$ cat config.mk
export PLATFORM = sky130hd
export DESIGN_NAME = permuteAggregator
export DESIGN_NICKNAME = d
export VERILOG_FILES = /design/src/hw/permutePkg.sv /design/src/hw/batchController.sv /design/src/hw/botFifo.sv /design/src/hw/coeffAccumulator.sv /design/src/hw/permuteAggregator.sv /design/src/hw/permuteChecker.sv
export SDC_FILE = /design/constraint.sdc
export NUM_CORES = 1
export LEC_CHECK = 0
export BUFFER_PORTS_ARGS = -buffer_cell sky130_fd_sc_hd__buf_2
export CORE_ASPECT_RATIO = 0.9
export CORE_MARGIN = 2
export CORE_UTILIZATION = 25
export DETAILED_ROUTE_END_ITERATION = 8
export PLACE_DENSITY = 0.38
export SYNTH_ARGS = -nofsm -noshare
export SYNTH_HDL_FRONTEND = slang
export SYNTH_SLANG_ARGS = --single-unit
$ cat constraint.sdc
create_clock -name clk -period 13.8 [get_ports clk]
set_clock_uncertainty 0.05 [all_clocks]
set_input_delay 0.69 -clock clk [delete_from_list [all_inputs] [get_ports clk]]
set_output_delay 0.69 -clock clk [all_outputs]
set_load 0.005 [all_outputs]
$ cat src/hw/permutePkg.sv
package permutePkg;

    // Truth table of one 7-input function
    typedef logic [127:0] truthTable;

    localparam int permCount = 4; // Identity plus swaps 3-4, 3-5, 3-6
    localparam int termWidth = 7; // Holds 0 to 64
    localparam int entryWidth = permCount * termWidth + permCount + 1;

    typedef logic [permCount-1:0] permMask;
    typedef logic [termWidth-1:0] termT;

    // Four terms, then the mask, then batchDone in bit 0
    typedef logic [entryWidth-1:0] fifoEntry;

    localparam int fifoDepthLog2 = 4;
    localparam int fifoDepth = 2 ** fifoDepthLog2;
    localparam int slowThreshold = 8; // Entries held before asking the source to stop

    typedef logic [fifoDepthLog2-1:0] fifoPtr;
    typedef logic [fifoDepthLog2:0] fifoLevel; // One extra bit to reach a full count

    localparam int countWidth = 12;
    localparam int sumWidth = 18;

    typedef logic [countWidth-1:0] countT;
    typedef logic [sumWidth-1:0] sumT;

    typedef enum logic [1:0] {
        ctrlIdle,
        ctrlRun,
        ctrlHold
    } ctrlState;

endpackage

$ cat src/hw/batchController.sv
`timescale 1ns/100ps

module batchController (
    input  logic clk,
    input  logic arstN,
    input  logic empty,
    input  logic headBatchDone,
    input  logic grabResults,
    output logic pop,
    output logic clearTotals,
    output logic resultsAvailable
);

    permutePkg::ctrlState state;
    permutePkg::ctrlState stateNext;

    // One entry per cycle while running
    assign pop = (state == permutePkg::ctrlRun) && !empty;

    // Clear lands on the same edge that leaves the hold
    assign clearTotals = (state == permutePkg::ctrlHold) && grabResults;

    assign resultsAvailable = (state == permutePkg::ctrlHold);

    always_comb begin
        stateNext = state;
        unique case (state)
            permutePkg::ctrlIdle: begin
                stateNext = permutePkg::ctrlRun;
            end
            permutePkg::ctrlRun: begin
                if (pop && headBatchDone) begin
                    stateNext = permutePkg::ctrlHold; // Totals include this entry
                end
            end
            permutePkg::ctrlHold: begin
                if (grabResults) begin
                    stateNext = permutePkg::ctrlRun;
                end
            end
            default: begin
                stateNext = permutePkg::ctrlIdle;
            end
        endcase
    end

    always_ff @(posedge clk or negedge arstN) begin
        if (!arstN) begin
            state <= permutePkg::ctrlIdle;
        end else begin
            state <= stateNext;
        end
    end

endmodule

$ cat src/hw/botFifo.sv
`timescale 1ns/100ps

module botFifo (
    input  logic                 clk,
    input  logic                 arstN,
    input  logic                 writeEnable,
    input  permutePkg::fifoEntry entry,
    input  logic                 pop,
    output permutePkg::fifoEntry head,
    output logic                 empty,
    output logic                 slowDownInput
);

    permutePkg::fifoEntry mem [permutePkg::fifoDepth];

    permutePkg::fifoPtr   wrPtr;
    permutePkg::fifoPtr   rdPtr;
    permutePkg::fifoLevel count; // Occupancy
    logic                 full;
    logic                 doWrite;
    logic                 doPop;

    assign full    = (count == permutePkg::fifoLevel'(permutePkg::fifoDepth));
    assign empty   = (count == '0);
    assign doWrite = writeEnable && !full; // Dropped when full
    assign doPop   = pop && !empty;

    // First word fall through
    assign head = mem[rdPtr];

    always_ff @(posedge clk) begin
        if (doWrite) begin
            mem[wrPtr] <= entry;
        end
    end

    always_ff @(posedge clk or negedge arstN) begin
        if (!arstN) begin
            wrPtr <= '0;
            rdPtr <= '0;
            count <= '0;
        end else begin
            if (doWrite) begin
                wrPtr <= wrPtr + 1'b1; // Wraps at the depth
            end
            if (doPop) begin
                rdPtr <= rdPtr + 1'b1;
            end
            case ({doWrite, doPop})
                2'b10:   count <= count + 1'b1;
                2'b01:   count <= count - 1'b1;
                default: count <= count;
            endcase
        end
    end

    // Threshold flag lags the level by one cycle
    always_ff @(posedge clk or negedge arstN) begin
        if (!arstN) begin
            slowDownInput <= 1'b0;
        end else begin
            slowDownInput <= (count > permutePkg::fifoLevel'(permutePkg::slowThreshold));
        end
    end

endmodule

$ cat src/hw/coeffAccumulator.sv
`timescale 1ns/100ps

module coeffAccumulator (
    input  logic                 clk,
    input  logic                 arstN,
    input  permutePkg::fifoEntry head,
    input  logic                 accumulate,
    input  logic                 clearTotals,
    output permutePkg::sumT      pcoeffSum,
    output permutePkg::countT    pcoeffCount
);

    permutePkg::permMask mask;
    permutePkg::sumT     entrySum;
    permutePkg::countT   entryCount;

    assign mask = head[1 +: permutePkg::permCount];

    // Contribution of the head entry
    always_comb begin
        entrySum = '0;
        entryCount = '0;
        for (int p = 0; p < permutePkg::permCount; p++) begin
            if (mask[p]) begin
                entrySum = entrySum + permutePkg::sumT'(
                    head[1 + permutePkg::permCount + permutePkg::termWidth * p +:
                         permutePkg::termWidth]);
                entryCount = entryCount + 1'b1;
            end
        end
    end

    always_ff @(posedge clk or negedge arstN) begin
        if (!arstN) begin
            pcoeffSum   <= '0;
            pcoeffCount <= '0;
        end else if (clearTotals) begin
            pcoeffSum   <= '0;
            pcoeffCount <= '0;
        end else if (accumulate) begin
            pcoeffSum   <= pcoeffSum + entrySum;
            pcoeffCount <= pcoeffCount + entryCount;
        end
    end

endmodule

$ cat src/hw/permuteAggregator.sv
`timescale 1ns/100ps

module permuteAggregator (
    input  logic                  clk,
    input  logic                  arstN,
    input  permutePkg::truthTable top,
    input  permutePkg::truthTable bot,
    input  logic                  isBotValid,
    input  logic                  batchDone,
    output logic                  slowDownInput,
    input  logic                  grabResults,
    output logic                  resultsAvailable,
    output permutePkg::sumT       pcoeffSum,
    output permutePkg::countT     pcoeffCount
);

    logic                 writeEnable;
    permutePkg::fifoEntry entry;
    permutePkg::fifoEntry head;
    logic                 empty;
    logic                 pop;
    logic                 clearTotals;

    permuteChecker checker_i (
        .clk         (clk),
        .arstN       (arstN),
        .top         (top),
        .bot         (bot),
        .isBotValid  (isBotValid),
        .batchDone   (batchDone),
        .writeEnable (writeEnable),
        .entry       (entry)
    );

    botFifo fifo_i (
        .clk           (clk),
        .arstN         (arstN),
        .writeEnable   (writeEnable),
        .entry         (entry),
        .pop           (pop),
        .head          (head),
        .empty         (empty),
        .slowDownInput (slowDownInput)
    );

    batchController ctrl_i (
        .clk              (clk),
        .arstN            (arstN),
        .empty            (empty),
        .headBatchDone    (head[0]),   // Batch end flag of the head entry
        .grabResults      (grabResults),
        .pop              (pop),
        .clearTotals      (clearTotals),
        .resultsAvailable (resultsAvailable)
    );

    coeffAccumulator accum_i (
        .clk         (clk),
        .arstN       (arstN),
        .head        (head),
        .accumulate  (pop),            // Accumulate in the pop cycle
        .clearTotals (clearTotals),
        .pcoeffSum   (pcoeffSum),
        .pcoeffCount (pcoeffCount)
    );

endmodule

$ cat src/hw/permuteChecker.sv
`timescale 1ns/100ps

module permuteChecker (
    input  logic                  clk,
    input  logic                  arstN,
    input  permutePkg::truthTable top,
    input  permutePkg::truthTable bot,
    input  logic                  isBotValid,
    input  logic                  batchDone,
    output logic                  writeEnable,
    output permutePkg::fifoEntry  entry
);

    // Exchange variables 3 and k by remapping every table index
    function automatic permutePkg::truthTable swapVars(permutePkg::truthTable t, int k);
        permutePkg::truthTable s;
        logic [6:0] idx;
        logic [6:0] src;
        for (int i = 0; i < 128; i++) begin
            idx = 7'(i);
            src = idx;
            src[3] = idx[k];
            src[k] = idx[3];
            s[i] = t[src];
        end
        return s;
    endfunction

    // Ones in the half where variable 6 is 0
    function automatic permutePkg::termT lowerOnes(permutePkg::truthTable t);
        permutePkg::termT n;
        n = '0;
        for (int i = 0; i < 64; i++) begin
            n = n + permutePkg::termT'(t[i]);
        end
        return n;
    endfunction

    permutePkg::truthTable permTable [permutePkg::permCount];
    permutePkg::permMask   mask;
    permutePkg::fifoEntry  entryNext;

    always_comb begin
        entryNext = '0;
        for (int p = 0; p < permutePkg::permCount; p++) begin
            // p = 0 swaps variable 3 with itself and gives the identity
            permTable[p] = swapVars(bot, p + 3);
            mask[p] = isBotValid && ((permTable[p] & ~top) == '0);
            entryNext[1 + permutePkg::permCount + permutePkg::termWidth * p +:
                      permutePkg::termWidth] = lowerOnes(permTable[p]);
        end
        entryNext[1 +: permutePkg::permCount] = mask;
        entryNext[0] = batchDone;
    end

    // Only entries that carry work go to the FIFO
    always_ff @(posedge clk or negedge arstN) begin
        if (!arstN) begin
            writeEnable <= 1'b0;
        end else begin
            writeEnable <= (|mask) || batchDone;
        end
    end

    always_ff @(posedge clk) begin
        entry <= entryNext;
    end

endmodule

# Word-level counts from Yosys, hierarchy flattened
# Memory sizes are Yosys's and may differ from the RTL's.
# Index checks and enable logic that the tools add are counted.
[classes]
add_sub_neg = 243
order_cmp = 1
eq_ne = 7
mux = 18
bitwise = 5
reduce_logical = 22
[ops]
columns = ["cell", "n"]
rows = [
  ["7-bit by 1-bit adder with 7-bit output", 230],
  ["128-bit bitwise AND", 4],
  ["128-bit logical NOT", 4],
  ["128-bit inverter", 1],
  ["18-bit 2-to-1 mux", 5],
  ["12-bit 2-to-1 mux", 5],
  ["18-bit by 7-bit adder with 18-bit output", 2],
  ["12-bit by 1-bit adder with 12-bit output, second input constant", 2],
  ["18-bit adder", 1],
  ["12-bit adder", 1],
  ["5-bit case mux with 2 select lines", 1],
  ["1-bit logical AND", 9],
  ["4-bit by 1-bit adder with 4-bit output, second input constant", 2],
  ["7-bit by 7-bit adder with 8-bit output", 1],
  ["7-bit 2-to-1 mux", 1],
  ["2-bit case mux with 3 select lines", 1],
  ["5-bit by 1-bit adder with 5-bit output, second input constant", 1],
  ["5-bit equality test, second input constant", 1],
  ["5-bit by 4-bit > comparator with 1-bit output, second input constant", 1],
  ["5-bit logical NOT", 1],
  ["5-bit by 1-bit subtractor with 5-bit output, second input constant", 1],
  ["2-bit by 1-bit equality test with 1-bit output, second input constant", 2],
  ["2-bit equality test, second input constant", 2],
  ["2-bit 2-to-1 mux", 2],
  ["other kinds (10)", 15],
]
[totals]
ff_bits = 80
mem_bits_rw = 528
in_bits = 261
elab_cells = 306
mem_count = 1
[mem_list]
columns = ["name", "words", "word_bits", "rd", "rd_ports_with_merged_regs", "wr", "line_no", "text"]
rows = [
  ["fifo_i.mem", 16, 33, 1, 0, 1, "botFifo.sv:14", "permutePkg::fifoEntry mem [permutePkg::fifoDepth];"],
]

# Depth between registers and ports, before layout
# Gate-level depths: netlist (run 1).
[logic_depth]
ltp_word = 63
mapped_depth = 30

# Modules after synthesis
# A second synthesis (run 1) with hierarchy kept.
[unflattened]
cells_unflattened = 2166
hier_area_um2 = 30430.4
[modules_own_cells]
columns = ["module", "n_inst", "cells_each", "area_per_inst_um2", "seq_area_each_um2"]
rows = [
  ["botFifo", 1, 1050, 20983.9, 16205.5],
  ["permuteChecker", 1, 711, 5969.5, 405.4],
  ["coeffAccumulator", 1, 394, 3372.0, 750.7],
  ["batchController", 1, 11, 105.1, 50.0],
]

# Least setup slack after synthesis (run 1)
# No wires, ideal clock.
[synth_timing]
path_kind = "input-to-reg"
startpoint = "input bot[0]"
endpoint = "register checker_i.entry[32]"
setup_time_ns = 0.072
arrival_time_ns = 7.426
required_time_ns = 13.678
slack_ns = 6.252
stages = 23
path_cell_list = "ha_1 inv_1 fa_1 fa_1 fa_1 inv_1 fa_1 inv_1 fa_1 fa_1 fa_1 fa_1 fa_1 fa_1 inv_1 fa_1 fa_1 a21oi_1 nor2_1 nor2_1 o21bai_1 a21oi_1 xnor2_1"
[synth_between]
elab_chain_cells = 63
[synth_rtl]
columns = ["element", "line_no", "text"]
rows = [
  ["start, declared", "permuteAggregator.sv:7", "input permutePkg::truthTable bot,"],
  ["1-bit by 1-bit adder with 2-bit output", "permuteChecker.sv:34", "n = n + permutePkg::termT'(t[i]);"],
  ["7-bit by 1-bit adder with 7-bit output (62 in a row)", "permuteChecker.sv:34", ""],
  ["net checker_i.entryNext[32]", "permuteChecker.sv:41", "permutePkg::fifoEntry entryNext;"],
  ["end signal, assigned", "permuteChecker.sv:66", "entry <= entryNext;"],
  ["end, declared", "permuteChecker.sv:11", "output permutePkg::fifoEntry entry"],
]
# The timed path passes the listed nets, and every way through them passes these cells.
# A chain may end at the register's enable or synchronous reset.

# Final worst setup path (run 1)
[layout_timing]
startpoint = "register fifo_i.rdPtr[1]"
endpoint = "register accum_i.pcoeffSum[15]"
[layout_between]
elab_chain_cells = 11
[layout_rtl]
columns = ["element", "line_no", "text"]
rows = [
  ["start, declared", "botFifo.sv:17", "permutePkg::fifoPtr rdPtr;"],
  ["start signal, assigned", "botFifo.sv:47", "rdPtr <= rdPtr + 1'b1;"],
  ["memory 16 x 33 bit (*)", "--", ""],
  ["7-bit 2-to-1 mux", "coeffAccumulator.sv:24", "if (mask[p]) begin"],
  ["7-bit by 7-bit adder with 8-bit output", "coeffAccumulator.sv:25", "entrySum = entrySum + permutePkg::sumT'("],
  ["18-bit 2-to-1 mux", "coeffAccumulator.sv:24", ""],
  ["18-bit by 7-bit adder with 18-bit output", "coeffAccumulator.sv:25", ""],
  ["18-bit 2-to-1 mux", "coeffAccumulator.sv:24", ""],
  ["18-bit by 7-bit adder with 18-bit output", "coeffAccumulator.sv:25", ""],
  ["18-bit 2-to-1 mux (*)", "coeffAccumulator.sv:24", ""],
  ["18-bit adder (*)", "coeffAccumulator.sv:41", "pcoeffSum <= pcoeffSum + entrySum;"],
  ["18-bit 2-to-1 mux (*)", "coeffAccumulator.sv:40", "end else if (accumulate) begin"],
  ["18-bit 2-to-1 mux (*)", "coeffAccumulator.sv:37", "end else if (clearTotals) begin"],
  ["end signal, assigned", "coeffAccumulator.sv:41", ""],
  ["end, declared", "coeffAccumulator.sv:9", "output permutePkg::sumT pcoeffSum,"],
]
# Every way passes the cells marked *; elsewhere a longest branch is shown, timed or not. The select of a mux whose other input is x is not followed.

==> results of run 1 <==
[sequential cells by signal (all words and copies together) (netlist names)]
name and flops:
fifo_i.mem 304, checker_i.entry 19, accum_i.pcoeffSum 18, accum_i.pcoeffCount 12, fifo_i.count 5, fifo_i.rdPtr 4, fifo_i.wrPtr 4, ctrl_i.state 2
checker_i.writeEnable 1, fifo_i.slowDownInput 1
[power by group through the flow]
stage	sequential (uW)	combinational, uW	clock (uW)
after floorplan	1680	4350	0
after global placement	1770	5660	0
after detailed placement	1780	5660	0
after CTS	1760	5720	1070
after global routing	1780	6420	1110
final	1750	5580	1040
[cells in the mapped netlist, types with 14 or more instances]
cell type,count,share of area
sky130_fd_sc_hd__edfxtp_1,304,0.44
sky130_fd_sc_hd__mux4_2,87,0.093
sky130_fd_sc_hd__ha_1,87,0.052
sky130_fd_sc_hd__xnor2_1,39,0.016
sky130_fd_sc_hd__dfrtp_1,47,0.056
sky130_fd_sc_hd__nor4_1,23,0.0069
sky130_fd_sc_hd__fa_1,106,0.10
sky130_fd_sc_hd__clkbuf_1,14,0.0025
sky130_fd_sc_hd__nand2b_1,38,0.011
sky130_fd_sc_hd__a21oi_1,34,0.0081
sky130_fd_sc_hd__nor2_1,49,0.0088
sky130_fd_sc_hd__nand2_1,43,0.0077
sky130_fd_sc_hd__o22ai_1,94,0.028
sky130_fd_sc_hd__inv_1,269,0.048
sky130_fd_sc_hd__o21ai_0,39,0.0093
sky130_fd_sc_hd__nand3_1,24,0.0057
sky130_fd_sc_hd__dfxtp_1,19,0.018
sky130_fd_sc_hd__nor3_1,18,0.0043
sky130_fd_sc_hd__a22oi_1,14,0.0050
sky130_fd_sc_hd__xor2_1,16,0.0067
[area by class of cell]
type	instances	area, um2	area share
antenna	1	2.50	0.0000996
clock buffer	56	1130	0.0450
clock inverter	19	125	0.00498
inverter	269	1010	0.0402
multi-input combinational	892	9220	0.367
sequential	370	10700	0.425
tap	1122	1400	0.0559
timing repair buffer	304	1550	0.0617
[worst max-delay path, stage by stage, from the launching register on]
cell and delay (ps):
sky130_fd_sc_hd__dfrtp_2 910, sky130_fd_sc_hd__buf_4 760, sky130_fd_sc_hd__mux4_2 410, sky130_fd_sc_hd__a22oi_1 270
sky130_fd_sc_hd__nand2_2 230, sky130_fd_sc_hd__xor2_1 350, sky130_fd_sc_hd__and2_1 190, sky130_fd_sc_hd__ha_1 180
sky130_fd_sc_hd__inv_1 60, sky130_fd_sc_hd__fa_1 420, sky130_fd_sc_hd__mux2_2 320, sky130_fd_sc_hd__inv_1 70
sky130_fd_sc_hd__ha_1 210, sky130_fd_sc_hd__a21o_1 180, sky130_fd_sc_hd__a21oi_1 270, sky130_fd_sc_hd__o21ai_0 120
sky130_fd_sc_hd__o211a_1 150, sky130_fd_sc_hd__o21a_1 160, sky130_fd_sc_hd__o21ai_0 260, sky130_fd_sc_hd__xnor2_1 160
sky130_fd_sc_hd__ha_1 340, sky130_fd_sc_hd__o21ai_0 120, sky130_fd_sc_hd__nor4_1 350, sky130_fd_sc_hd__nor2_1 90
sky130_fd_sc_hd__a211o_1 360, sky130_fd_sc_hd__or4_1 420, sky130_fd_sc_hd__a21oi_1 160
[per-layer routing]
| metal | part of all wire | wire length [um] | vias up | track usage |
|---|---|---|---|---|
| met5 | 0.00034 | 29 | - | 0 |
| met4 | 0.051 | 4390 | 6 | 0.0942 |
| met3 | 0.043 | 3670 | 155 | 0.0301 |
| met2 | 0.50 | 43200 | 526 | 0.353 |
| met1 | 0.40 | 34800 | 7405 | 0.238 |
| li1 | - | - | 6404 | - |
[kinds of logic after synthesis]
family                     count (synthesis)
DFF                                      370
buffers and inverters                    305
AOI/OAI and AO/OA                        288
muxes                                    105
and+or+nand+nor                          250
other                                      1
xor gates and xnor gates                  55
adders and majority gates                193
[metrics by stage]
stage	power, uW	setup slack, ps
3_5_place_dp	7440	5690
3_3_place_gp	7420	5710
5_1_grt	9320	5420
6_report	8370	6110
2_1_floorplan	6030	6250
4_1_cts	8550	6060
[path summary, 6_finish.rpt]
check / from / endpoint / slack [ps]
max: fifo_i.rdPtr[1] / accum_i.pcoeffSum[15] / 6110
min: arstN / accum_i.pcoeffSum[0] / 190
max reg2reg: fifo_i.rdPtr[1] / accum_i.pcoeffSum[15] / 6110
min reg2reg: ctrl_i.state[1] / ctrl_i.state[0] / 440
max in group asynchronous: arstN / fifo_i.rdPtr[0] / 12990
min in group clk: batchDone / checker_i.entry[0] / 260
==> impl_results.md, run 1 <==
* Outcome: finished, final reports clean
* Area fraction in compound gates after synthesis at 0.0934
* Hold WC Path Type: input port to async pin
* Most used cells in the layout excluding fill and tap cells: sky130_fd_sc_hd__edfxtp_1, sky130_fd_sc_hd__buf_2, sky130_fd_sc_hd__inv_1
* Number of buffer cells added on primary ports at approximately 300
* Layout Cell Area excl Fill at 0.0251 mm2
* Cells after synthesis at around 1.6k
* Worst hold margin at 187 ps
* Placed cell count at 2957
* Largest net degree at the start of global routing at 52
* Relative contribution of sequential cells to total power at 0.209
* Net Count, Synth at approximately 2.0k
* Sw frac at 0.437
* Number of clock buffers inserted by TritonCTS at 41
* Via/cell ratio at 4.78
* Maxcap violations at 0
* Number of warning messages in the yosys log at 0
* Clock network power share at 0.124
* Die Area at 0.0863 mm2
* Antenna violation net count after detailed routing at 0
* Final count of pins violating max slew at 0
* Vias in the first global route at 16.0k
* Share of the core filled with cells in the final layout at 0.303
* Clock-pin slew on the worst setup and hold paths at 60 ps
* Count of boundary I/O pins at 293
* Sink Count at 370
* Starting DRC count in detailed routing at between 800 and 900
* Worst-case reg-to-reg path depth at 26
* Worst Setup Start Kind: flip-flop
* Internal at 4710 uW
* Placed Instance Area at 0.0239 mm2
* Post-synthesis average cell area at 13.4 um2
* Post-synth ARST share at 0.127
* WP data required at between 10000 and 15000 ps
* Setup Viol. Count Final at 0
* Logic pwr share at 0.667
* Net load switching power at 3660 uW
* Number of enable-type register cells in the synthesized netlist at 304
* Global placer's final weighted congestion at 0.935
* Main combinational cell family by area after synthesis: adder cells
* Estimated wirelength of the detail-placed design at 67000 um
* Portion of netlist area occupied by mux cells at 0.103
* Pwr/cell area at 333 mW/mm2
* Final hold violation count at 0
* Aggregate global-route resource usage at 0.200
* Area Growth Syn to Fin at 19.8%
* Peak fanout along the critical path at 51
* Clock tree from TritonCTS: done
* Worst rel slew slack at 0.101
* Signal arrival time at the worst endpoint at a little over 8000 ps
* Final critical-path share of the clock period at 0.557
* Clk Tree Root Cell: sky130_fd_sc_hd__clkbuf_16
* Global-route wire length before repair at 121000 um
* Number of cells upsized or downsized after cts at 0
* Transition time of the tightest slew-check pin at 1340 ps
* Non-filler instance count after layout at 3033
* Register area share after synthesis at 0.509
* Synth cell types at 66
* Mean routed wirelength per cell at 28.4 um
* Basic-gate share of the synthesized area counting and, or, nand and nor cells at 0.0620
* Sort of element at the end of the critical path: flip-flop
* Post-synth design cell area at 0.0210 mm2
* Core ar. at 0.0830 mm2
* Initial Util at 0.253
* CTS H-tree depth at 2
* Setup tns final at 0 ps
* Vias after detailed routing at 14.5k
* Number of synthesized register bits at 370
* Number of remaining DRC errors at 0
* Proportion of layout cells with a drive suffix above 1 at 0.254
* Fillcell total at ~8.5k
* Buffers inserted by post-CTS timing repair at 0
* Drt total wl at 86000 um
* Category of the most critical setup path: flip-flop to flip-flop
* Width of the die at 309 um
* Initial antenna violation count at 3
* XOR/XNOR Fraction of Synth Area at 0.0230
* Net count reported at finish at 2332
* Maximum vdd drop at 0.000416 V
* Initial DRT Pass Iterations at 5
* Unrepaired setup endpoints after global routing: false
* Largest buffer count on any clock path at 3
* GR Overflow Total at 0
* Shortest clock period the worst path allows after layout at approximately 7700 ps
* Floorplan die height at roughly 280 um
* Most frequent standard cell in the layout excluding fill and tap cells: sky130_fd_sc_hd__edfxtp_1
* Latest clock arrival within the worst-skew pair at 550 ps
* Achievable frequency at 0.130 GHz
* Static leakage power at 0.0101 uW
* Synth Flop Type: sky130_fd_sc_hd__edfxtp_1
* Post-CTS Hold Fix Bufs at 0
* Adder and majority cell fraction of the synthesized area at 0.153
* Row count at 100
No activity file was read; power rests on OpenSTA's default activity.
==> run 2, diff against run 1 <==
- clock period: 13.8 -> 7.56 ns (I/O delays scaled with it)
==> impl_results.md, run 2 (same netlist as run 1, synthesis figures left out) <==
* Peak fanout along the critical path at 2
* Number of remaining DRC errors at 0
* Core ar. at 0.0830 mm2
* Floorplan die height at about 280 um
* Net count reported at finish at 2349
* Count of boundary I/O pins at 293
* Starting DRC count in detailed routing at 801
* Clock-pin slew on the worst setup and hold paths at 60 ps
* Number of clock buffers inserted by TritonCTS at 42
* Unrepaired setup endpoints after global routing: false
* Signal arrival time at the worst endpoint at about 7700 ps
* Estimated wirelength of the detail-placed design at 68000 um
* Final count of pins violating max slew at 0
* Number of buffer cells added on primary ports at ~290
* Via/cell ratio at 4.80
* Vias in the first global route at 15.8k
* Global-route wire length before repair at 121000 um
* Hold WC Path Type: input port to flip-flop
* Sink Count at 370
* Static leakage power at 0.0103 uW
* Pwr/cell area at 624 mW/mm2
* Transition time of the tightest slew-check pin at roughly 1200 ps
* Achievable frequency at roughly 0.14 GHz
* Final critical-path share of the clock period at 0.954
* Area Growth Syn to Fin at 20.9%
* Drt total wl at around 87000 um
* Aggregate global-route resource usage at 0.201
* Category of the most critical setup path: input port to flip-flop
* Clock tree from TritonCTS: done
* Max reg flops at 304
* Clk Tree Root Cell: sky130_fd_sc_hd__clkbuf_16
* Most frequent CP cell: sky130_fd_sc_hd__fa_1
* Count of buffer and inverter cells on the critical path at 5
* Die Area at 0.0863 mm2
* Outcome: finished, final reports clean
* CP Cell Sequence: buf_2, ha_1, inv_1, fa_1, fa_1, fa_1, inv_1, fa_1, inv_1, fa_1, fa_1, fa_1, fa_1, fa_1, fa_1, inv_1, fa_1, fa_1, a21oi_1, nor2_1, nor2_1, o21bai_1, a21oi_1, xnor2_1
* GR Overflow Total at 0
* Share of the core filled with cells in the final layout at 0.306
* Most used cells in the layout excluding fill and tap cells: sky130_fd_sc_hd__edfxtp_1, sky130_fd_sc_hd__buf_2, sky130_fd_sc_hd__inv_1
* Most frequent standard cell in the layout excluding fill and tap cells: sky130_fd_sc_hd__edfxtp_1
* Antenna violation net count after detailed routing at 0
* Largest buffer count on any clock path at 3
* Initial DRT Pass Iterations at 5
* Sort of element at the end of the critical path: flip-flop
* Worst rel slew slack at 0.190
* Worst Setup Start Kind: input port
* Slowest library cell on the worst path: sky130_fd_sc_hd__fa_1
* Initial antenna violation count at 6
* Biggest cell delay along the critical path at approximately 640 ps
* Maxcap violations at 0
* Largest net degree at the start of global routing at 48
* Vias after detailed routing at 14.6k
* Shortest clock period the worst path allows after layout at 7210 ps
* Proportion of layout cells with a drive suffix above 1 at 0.259
* Most flop-heavy register: fifo_i.mem
* Setup Viol. Count Final at 0
* Width of the die at 309 um
* Mean routed wirelength per cell at between 20 and 30 um
* Fillcell total at between 8k and 9k
* Kind of cell adding the most delay to the critical path: adder cells
* Final hold violation count at 0
* PnR worst setup slack at 348 ps
* Post-Place Worst Slack at -278 ps
* Maximum vdd drop at 0.000610 V
* Initial Util at 0.253
* Latest clock arrival within the worst-skew pair at 560 ps
* Largest regs: fifo_i.mem (304), checker_i.entry (19), accum_i.pcoeffSum (18)
* Global placer's final weighted congestion at 0.941
* Row count at 100
* Total power at between 15000 and 20000 uW
* WP data required at 7990 ps
* CTS H-tree depth at 2
## run 2: final cells by class
class,instances,area [um2],area share
flip-flops and latches,370,10700,0.422
multi-input cells,892,9220,0.364
repair buffers,320,1700,0.0670
well taps,1122,1400,0.0554
clock buffers,57,1160,0.0457
inverters,269,1010,0.0398
clock inverters,19,171,0.00676
diodes,2,5.00,0.000197
## run 2: routing by layer
metal / vias to the layer above / global-route usage / wire [um]
met5: - / 0 / 28
met4: 6 / 0.0864 / 4110
met3: 152 / 0.0354 / 4440
met2: 589 / 0.355 / 43400
met1: 7452 / 0.238 / 34900
li1: 6433 / - / -
## run 2: worst reg2reg max path, cell delays in order (launching register included)
cell and delay [ps]:
sky130_fd_sc_hd__dfrtp_4 620, sky130_fd_sc_hd__mux4_2 600, sky130_fd_sc_hd__a22oi_2 230, sky130_fd_sc_hd__nand2_2 230, sky130_fd_sc_hd__xor2_1 360, sky130_fd_sc_hd__and2_1 190, sky130_fd_sc_hd__ha_1 190, sky130_fd_sc_hd__inv_1 60
sky130_fd_sc_hd__fa_1 400, sky130_fd_sc_hd__xnor2_1 140, sky130_fd_sc_hd__mux2_2 290, sky130_fd_sc_hd__ha_1 320, sky130_fd_sc_hd__nor2b_1 140, sky130_fd_sc_hd__o21a_1 180, sky130_fd_sc_hd__o21ai_0 280, sky130_fd_sc_hd__nand2b_1 100
sky130_fd_sc_hd__a211oi_1 250, sky130_fd_sc_hd__o21ai_0 110, sky130_fd_sc_hd__o21a_1 140, sky130_fd_sc_hd__ha_1 390, sky130_fd_sc_hd__o21ai_0 150, sky130_fd_sc_hd__nor4_1 430, sky130_fd_sc_hd__nor2_1 100, sky130_fd_sc_hd__a211o_1 380
sky130_fd_sc_hd__or4_1 420, sky130_fd_sc_hd__a21oi_1 160
## run 2: where the power goes
part	switching (uW)	total (uW)	internal [uW]
registers	333	3180	2850
clock network	821	1970	1150
logic	5630	10700	5040
## run 2: path summary, 6_finish.rpt
kind,from,end,slack [ps],cells past startpoint
max,bot[0],checker_i.entry[32],350,24
min,bot[10],checker_i.entry[19],90,2
max reg2reg,fifo_i.rdPtr[0],accum_i.pcoeffSum[15],570,25
min reg2reg,ctrl_i.state[1],ctrl_i.state[0],450,1
max in group asynchronous,arstN,fifo_i.rdPtr[0],6500,3
min in group asynchronous,arstN,accum_i.pcoeffSum[0],410,3
## run 2: repair_timing
| item | in CTS | in global routing |
|---|---|---|
| hold buffers | 3 | 0 |
| hold endpoints to repair | 49 | 0 |
| setup endpoints to repair | 0 | 2 |
| setup buffers | 0 | 1 |
| gates resized for setup | 0 | 0 |
## run 2: metrics by stage
stage | setup TNS (ps) | hold WS (ps) | cell area [um2] | cells
finish | 0 | 88.2 | 25400 | 3051
global route | 0 | 77.4 | 25400 | 3051
CTS | 0 | 67.0 | 25300 | 3048
detailed placement | -401 | 443 | 24000 | 2969
global placement | -205 | 431 | 24000 | 2969
floorplan | 0 | 32.4 | 21000 | 1567
==> run 3, diff against run 2 <==
- REMOVE_ABC_BUFFERS: unset -> 1
==> impl_results.md, run 3 (same netlist as run 1, synthesis figures left out) <==
* Aggregate global-route resource usage at 0.202
* Setup tns final at 0 ps
* Most frequent standard cell in the layout excluding fill and tap cells: sky130_fd_sc_hd__edfxtp_1
* Worst hold margin at 91.3 ps
* Width of the die at 309 um
* CTS H-tree depth at 2
* Sw frac at 0.426
* Clock network power share at 0.128
* Starting DRC count in detailed routing at ~900
* Number of buffer cells added on primary ports at 292
* Initial DRT Pass Iterations at 5
* Number of remaining DRC errors at 0
* Layout Cell Area excl Fill at 0.0254 mm2
* Met2 layer usage reported by global route at 0.349
* Hold WC Path Type: input port to flip-flop
* Maxcap violations at 0
* WP data required at 8000 ps
* Pwr/cell area at ~610 mW/mm2
* Internal at 8980 uW
* Worst rel slew slack at 0.258
* Drt total wl at about 90000 um
* Transition time of the tightest slew-check pin at roughly 1100 ps
* Vias after detailed routing at around 15k
* Maximum vdd drop at about 0.00074 V
* Initial antenna violation count at 3
* Most flop-heavy register: fifo_i.mem
* Startpoint of the lowest-slack hold path: bot[10]
* Worst r2r src: fifo_i.rdPtr[1]
* Antenna violation net count after detailed routing at 0
* Net load switching power at roughly 6700 uW
* Unrepaired setup endpoints after global routing: false
* Fillcell total at 8486
* Area Growth Syn to Fin at 21.3%
* Proportion of layout cells with a drive suffix above 1 at 0.264
* Count of boundary I/O pins at 293
* Sink Count at 370
* Shortest clock period the worst path allows after layout at approximately 7100 ps
* Final hold violation count at 0
* Final count of pins violating max slew at 0
* Estimated wirelength of the detail-placed design at 70700 um
* Largest regs: fifo_i.mem (304), checker_i.entry (19), accum_i.pcoeffSum (18)
* Combined area of the multi-input logic cells at about 0.0092 mm2
* Number of clock buffers inserted by TritonCTS at 42
* Fraction of met1 tracks used by global routing at 0.249
* Vias in the first global route at 16.0k
* Post-Place Worst Slack at -85.9 ps
* Sort of element at the end of the critical path: flip-flop
* Net count reported at finish at 2359
* PnR worst setup slack at 507 ps
* Largest net degree at the start of global routing at 48
* Clock-pin slew on the worst setup and hold paths at 50 ps
* Setup slack of the worst register-to-register path at 730 ps
* Outcome: finished, final reports clean
* Max reg flops at roughly 300
* Peak fanout along the critical path at 2
* Row count at 100
* Die Area at 0.0863 mm2
* Category of the most critical setup path: input port to flip-flop
* Initial Util at 0.253
* Core ar. at 0.0830 mm2
* Area used by sequential logic in the layout at 0.0107 mm2
* Global placer's final weighted congestion at 0.990
* Via/cell ratio at 4.79
* Setup Viol. Count Final at 0
* Latest clock arrival within the worst-skew pair at 570 ps
* Floorplan die height at approximately 280 um
* Achievable frequency at 0.142 GHz
* Signal arrival time at the worst endpoint at around 7500 ps
* Relative contribution of sequential cells to total power at 0.206
* Placed Instance Area at 0.0240 mm2
* Logic pwr share at 0.665
* Setup crit start: bot[0]
* Final critical-path share of the clock period at 0.933
* Met3 routing resource usage after global routing at 0.0308
* Static leakage power at ~0.010 uW
* Worst Setup Start Kind: input port
* Mean routed wirelength per cell at 28.6 um
* GR peak layer: met2
* Clk Tree Root Cell: sky130_fd_sc_hd__clkbuf_16
* Most used cells in the layout excluding fill and tap cells: sky130_fd_sc_hd__edfxtp_1, sky130_fd_sc_hd__buf_2, sky130_fd_sc_hd__inv_1
* Largest buffer count on any clock path at 3
* Clock tree from TritonCTS: done
* Global-route wire length before repair at approximately 120000 um
* GR Overflow Total at 0
-- run 3: cell types whose count changed in the layout (fill, tap and decap cells not counted), moves of 3 or more --
cell | before | now
sky130_fd_sc_hd__buf_4 | 24 | 32
sky130_fd_sc_hd__clkbuf_1 | 11 | 14
sky130_fd_sc_hd__clkbuf_8 | 3 | 7
sky130_fd_sc_hd__nor2_2 | 0 | 6
sky130_fd_sc_hd__clkinv_1 | 6 | 3
sky130_fd_sc_hd__nor2_4 | 12 | 6
-- run 3: critical path, cell delays in order --
cell and delay [ps]:
sky130_fd_sc_hd__buf_2 110, sky130_fd_sc_hd__ha_1 280, sky130_fd_sc_hd__inv_1 80, sky130_fd_sc_hd__fa_1 440
sky130_fd_sc_hd__fa_1 460, sky130_fd_sc_hd__fa_1 560, sky130_fd_sc_hd__inv_1 90, sky130_fd_sc_hd__fa_1 550
sky130_fd_sc_hd__inv_1 60, sky130_fd_sc_hd__fa_1 530, sky130_fd_sc_hd__fa_1 440, sky130_fd_sc_hd__fa_1 500
sky130_fd_sc_hd__fa_1 540, sky130_fd_sc_hd__fa_1 420, sky130_fd_sc_hd__fa_1 490, sky130_fd_sc_hd__inv_1 50
sky130_fd_sc_hd__fa_1 390, sky130_fd_sc_hd__fa_1 410, sky130_fd_sc_hd__a21oi_1 160, sky130_fd_sc_hd__nor2_1 50
sky130_fd_sc_hd__nor2_1 130, sky130_fd_sc_hd__o21bai_1 80, sky130_fd_sc_hd__a21oi_1 170, sky130_fd_sc_hd__xnor2_1 130
-- run 3: final cells by class --
type | instances | share of cell area
Antenna cell | 2 | 0.000197
Clock buffer | 64 | 0.0481
Clock inverter | 14 | 0.00551
Inverter | 269 | 0.0397
Multi-Input combinational cell | 892 | 0.361
Sequential cell | 370 | 0.420
Tap cell | 1122 | 0.0552
Timing Repair Buffer | 330 | 0.0699
-- run 3: final timing paths --
check	endpoint	cells after the start
setup reg to reg	accum_i.pcoeffSum[15]	25
hold / removal	checker_i.entry[19]	2
min in group asynchronous	accum_i.pcoeffCount[10]	3
setup / recovery	checker_i.entry[32]	24
hold reg to reg	ctrl_i.state[0]	1
max in group asynchronous	fifo_i.rdPtr[0]	3
-- run 3: repair_timing --
item	in CTS	in global routing
endpoints found under the hold margin	49	0
endpoints found under the setup margin	0	4
buffers inserted	0	1
hold buffers	3	0
resized for setup	0	1
-- run 3: through the flow --
step           total power, uW  cells   util
2_1_floorplan            11000   1531      -
5_1_grt                  17400   3061  0.307
6_report                 15600   3063  0.307
4_1_cts                  15900   3060  0.306
3_3_place_gp             13800   2979  0.290
3_5_place_dp             13800   2979  0.290
-- run 3: power groups by stage --
stage          logic [uW]  clock network (uW)  registers (uW)
6_report            10400                2010            3230
3_5_place_dp        10500                   0            3300
5_1_grt             11900                2150            3290
4_1_cts             10600                2080            3260
3_3_place_gp        10500                   0            3280
2_1_floorplan        7760                   0            3240
-- run 3: routing by layer --
layer  up-vias  share of wire  routed length [um]
met4         2          0.050                4390
met1      7512           0.42               36400
li1       6458              -                   -
met2       559           0.49               42700
met3       145          0.045                3940
met5         -        0.00015                  13
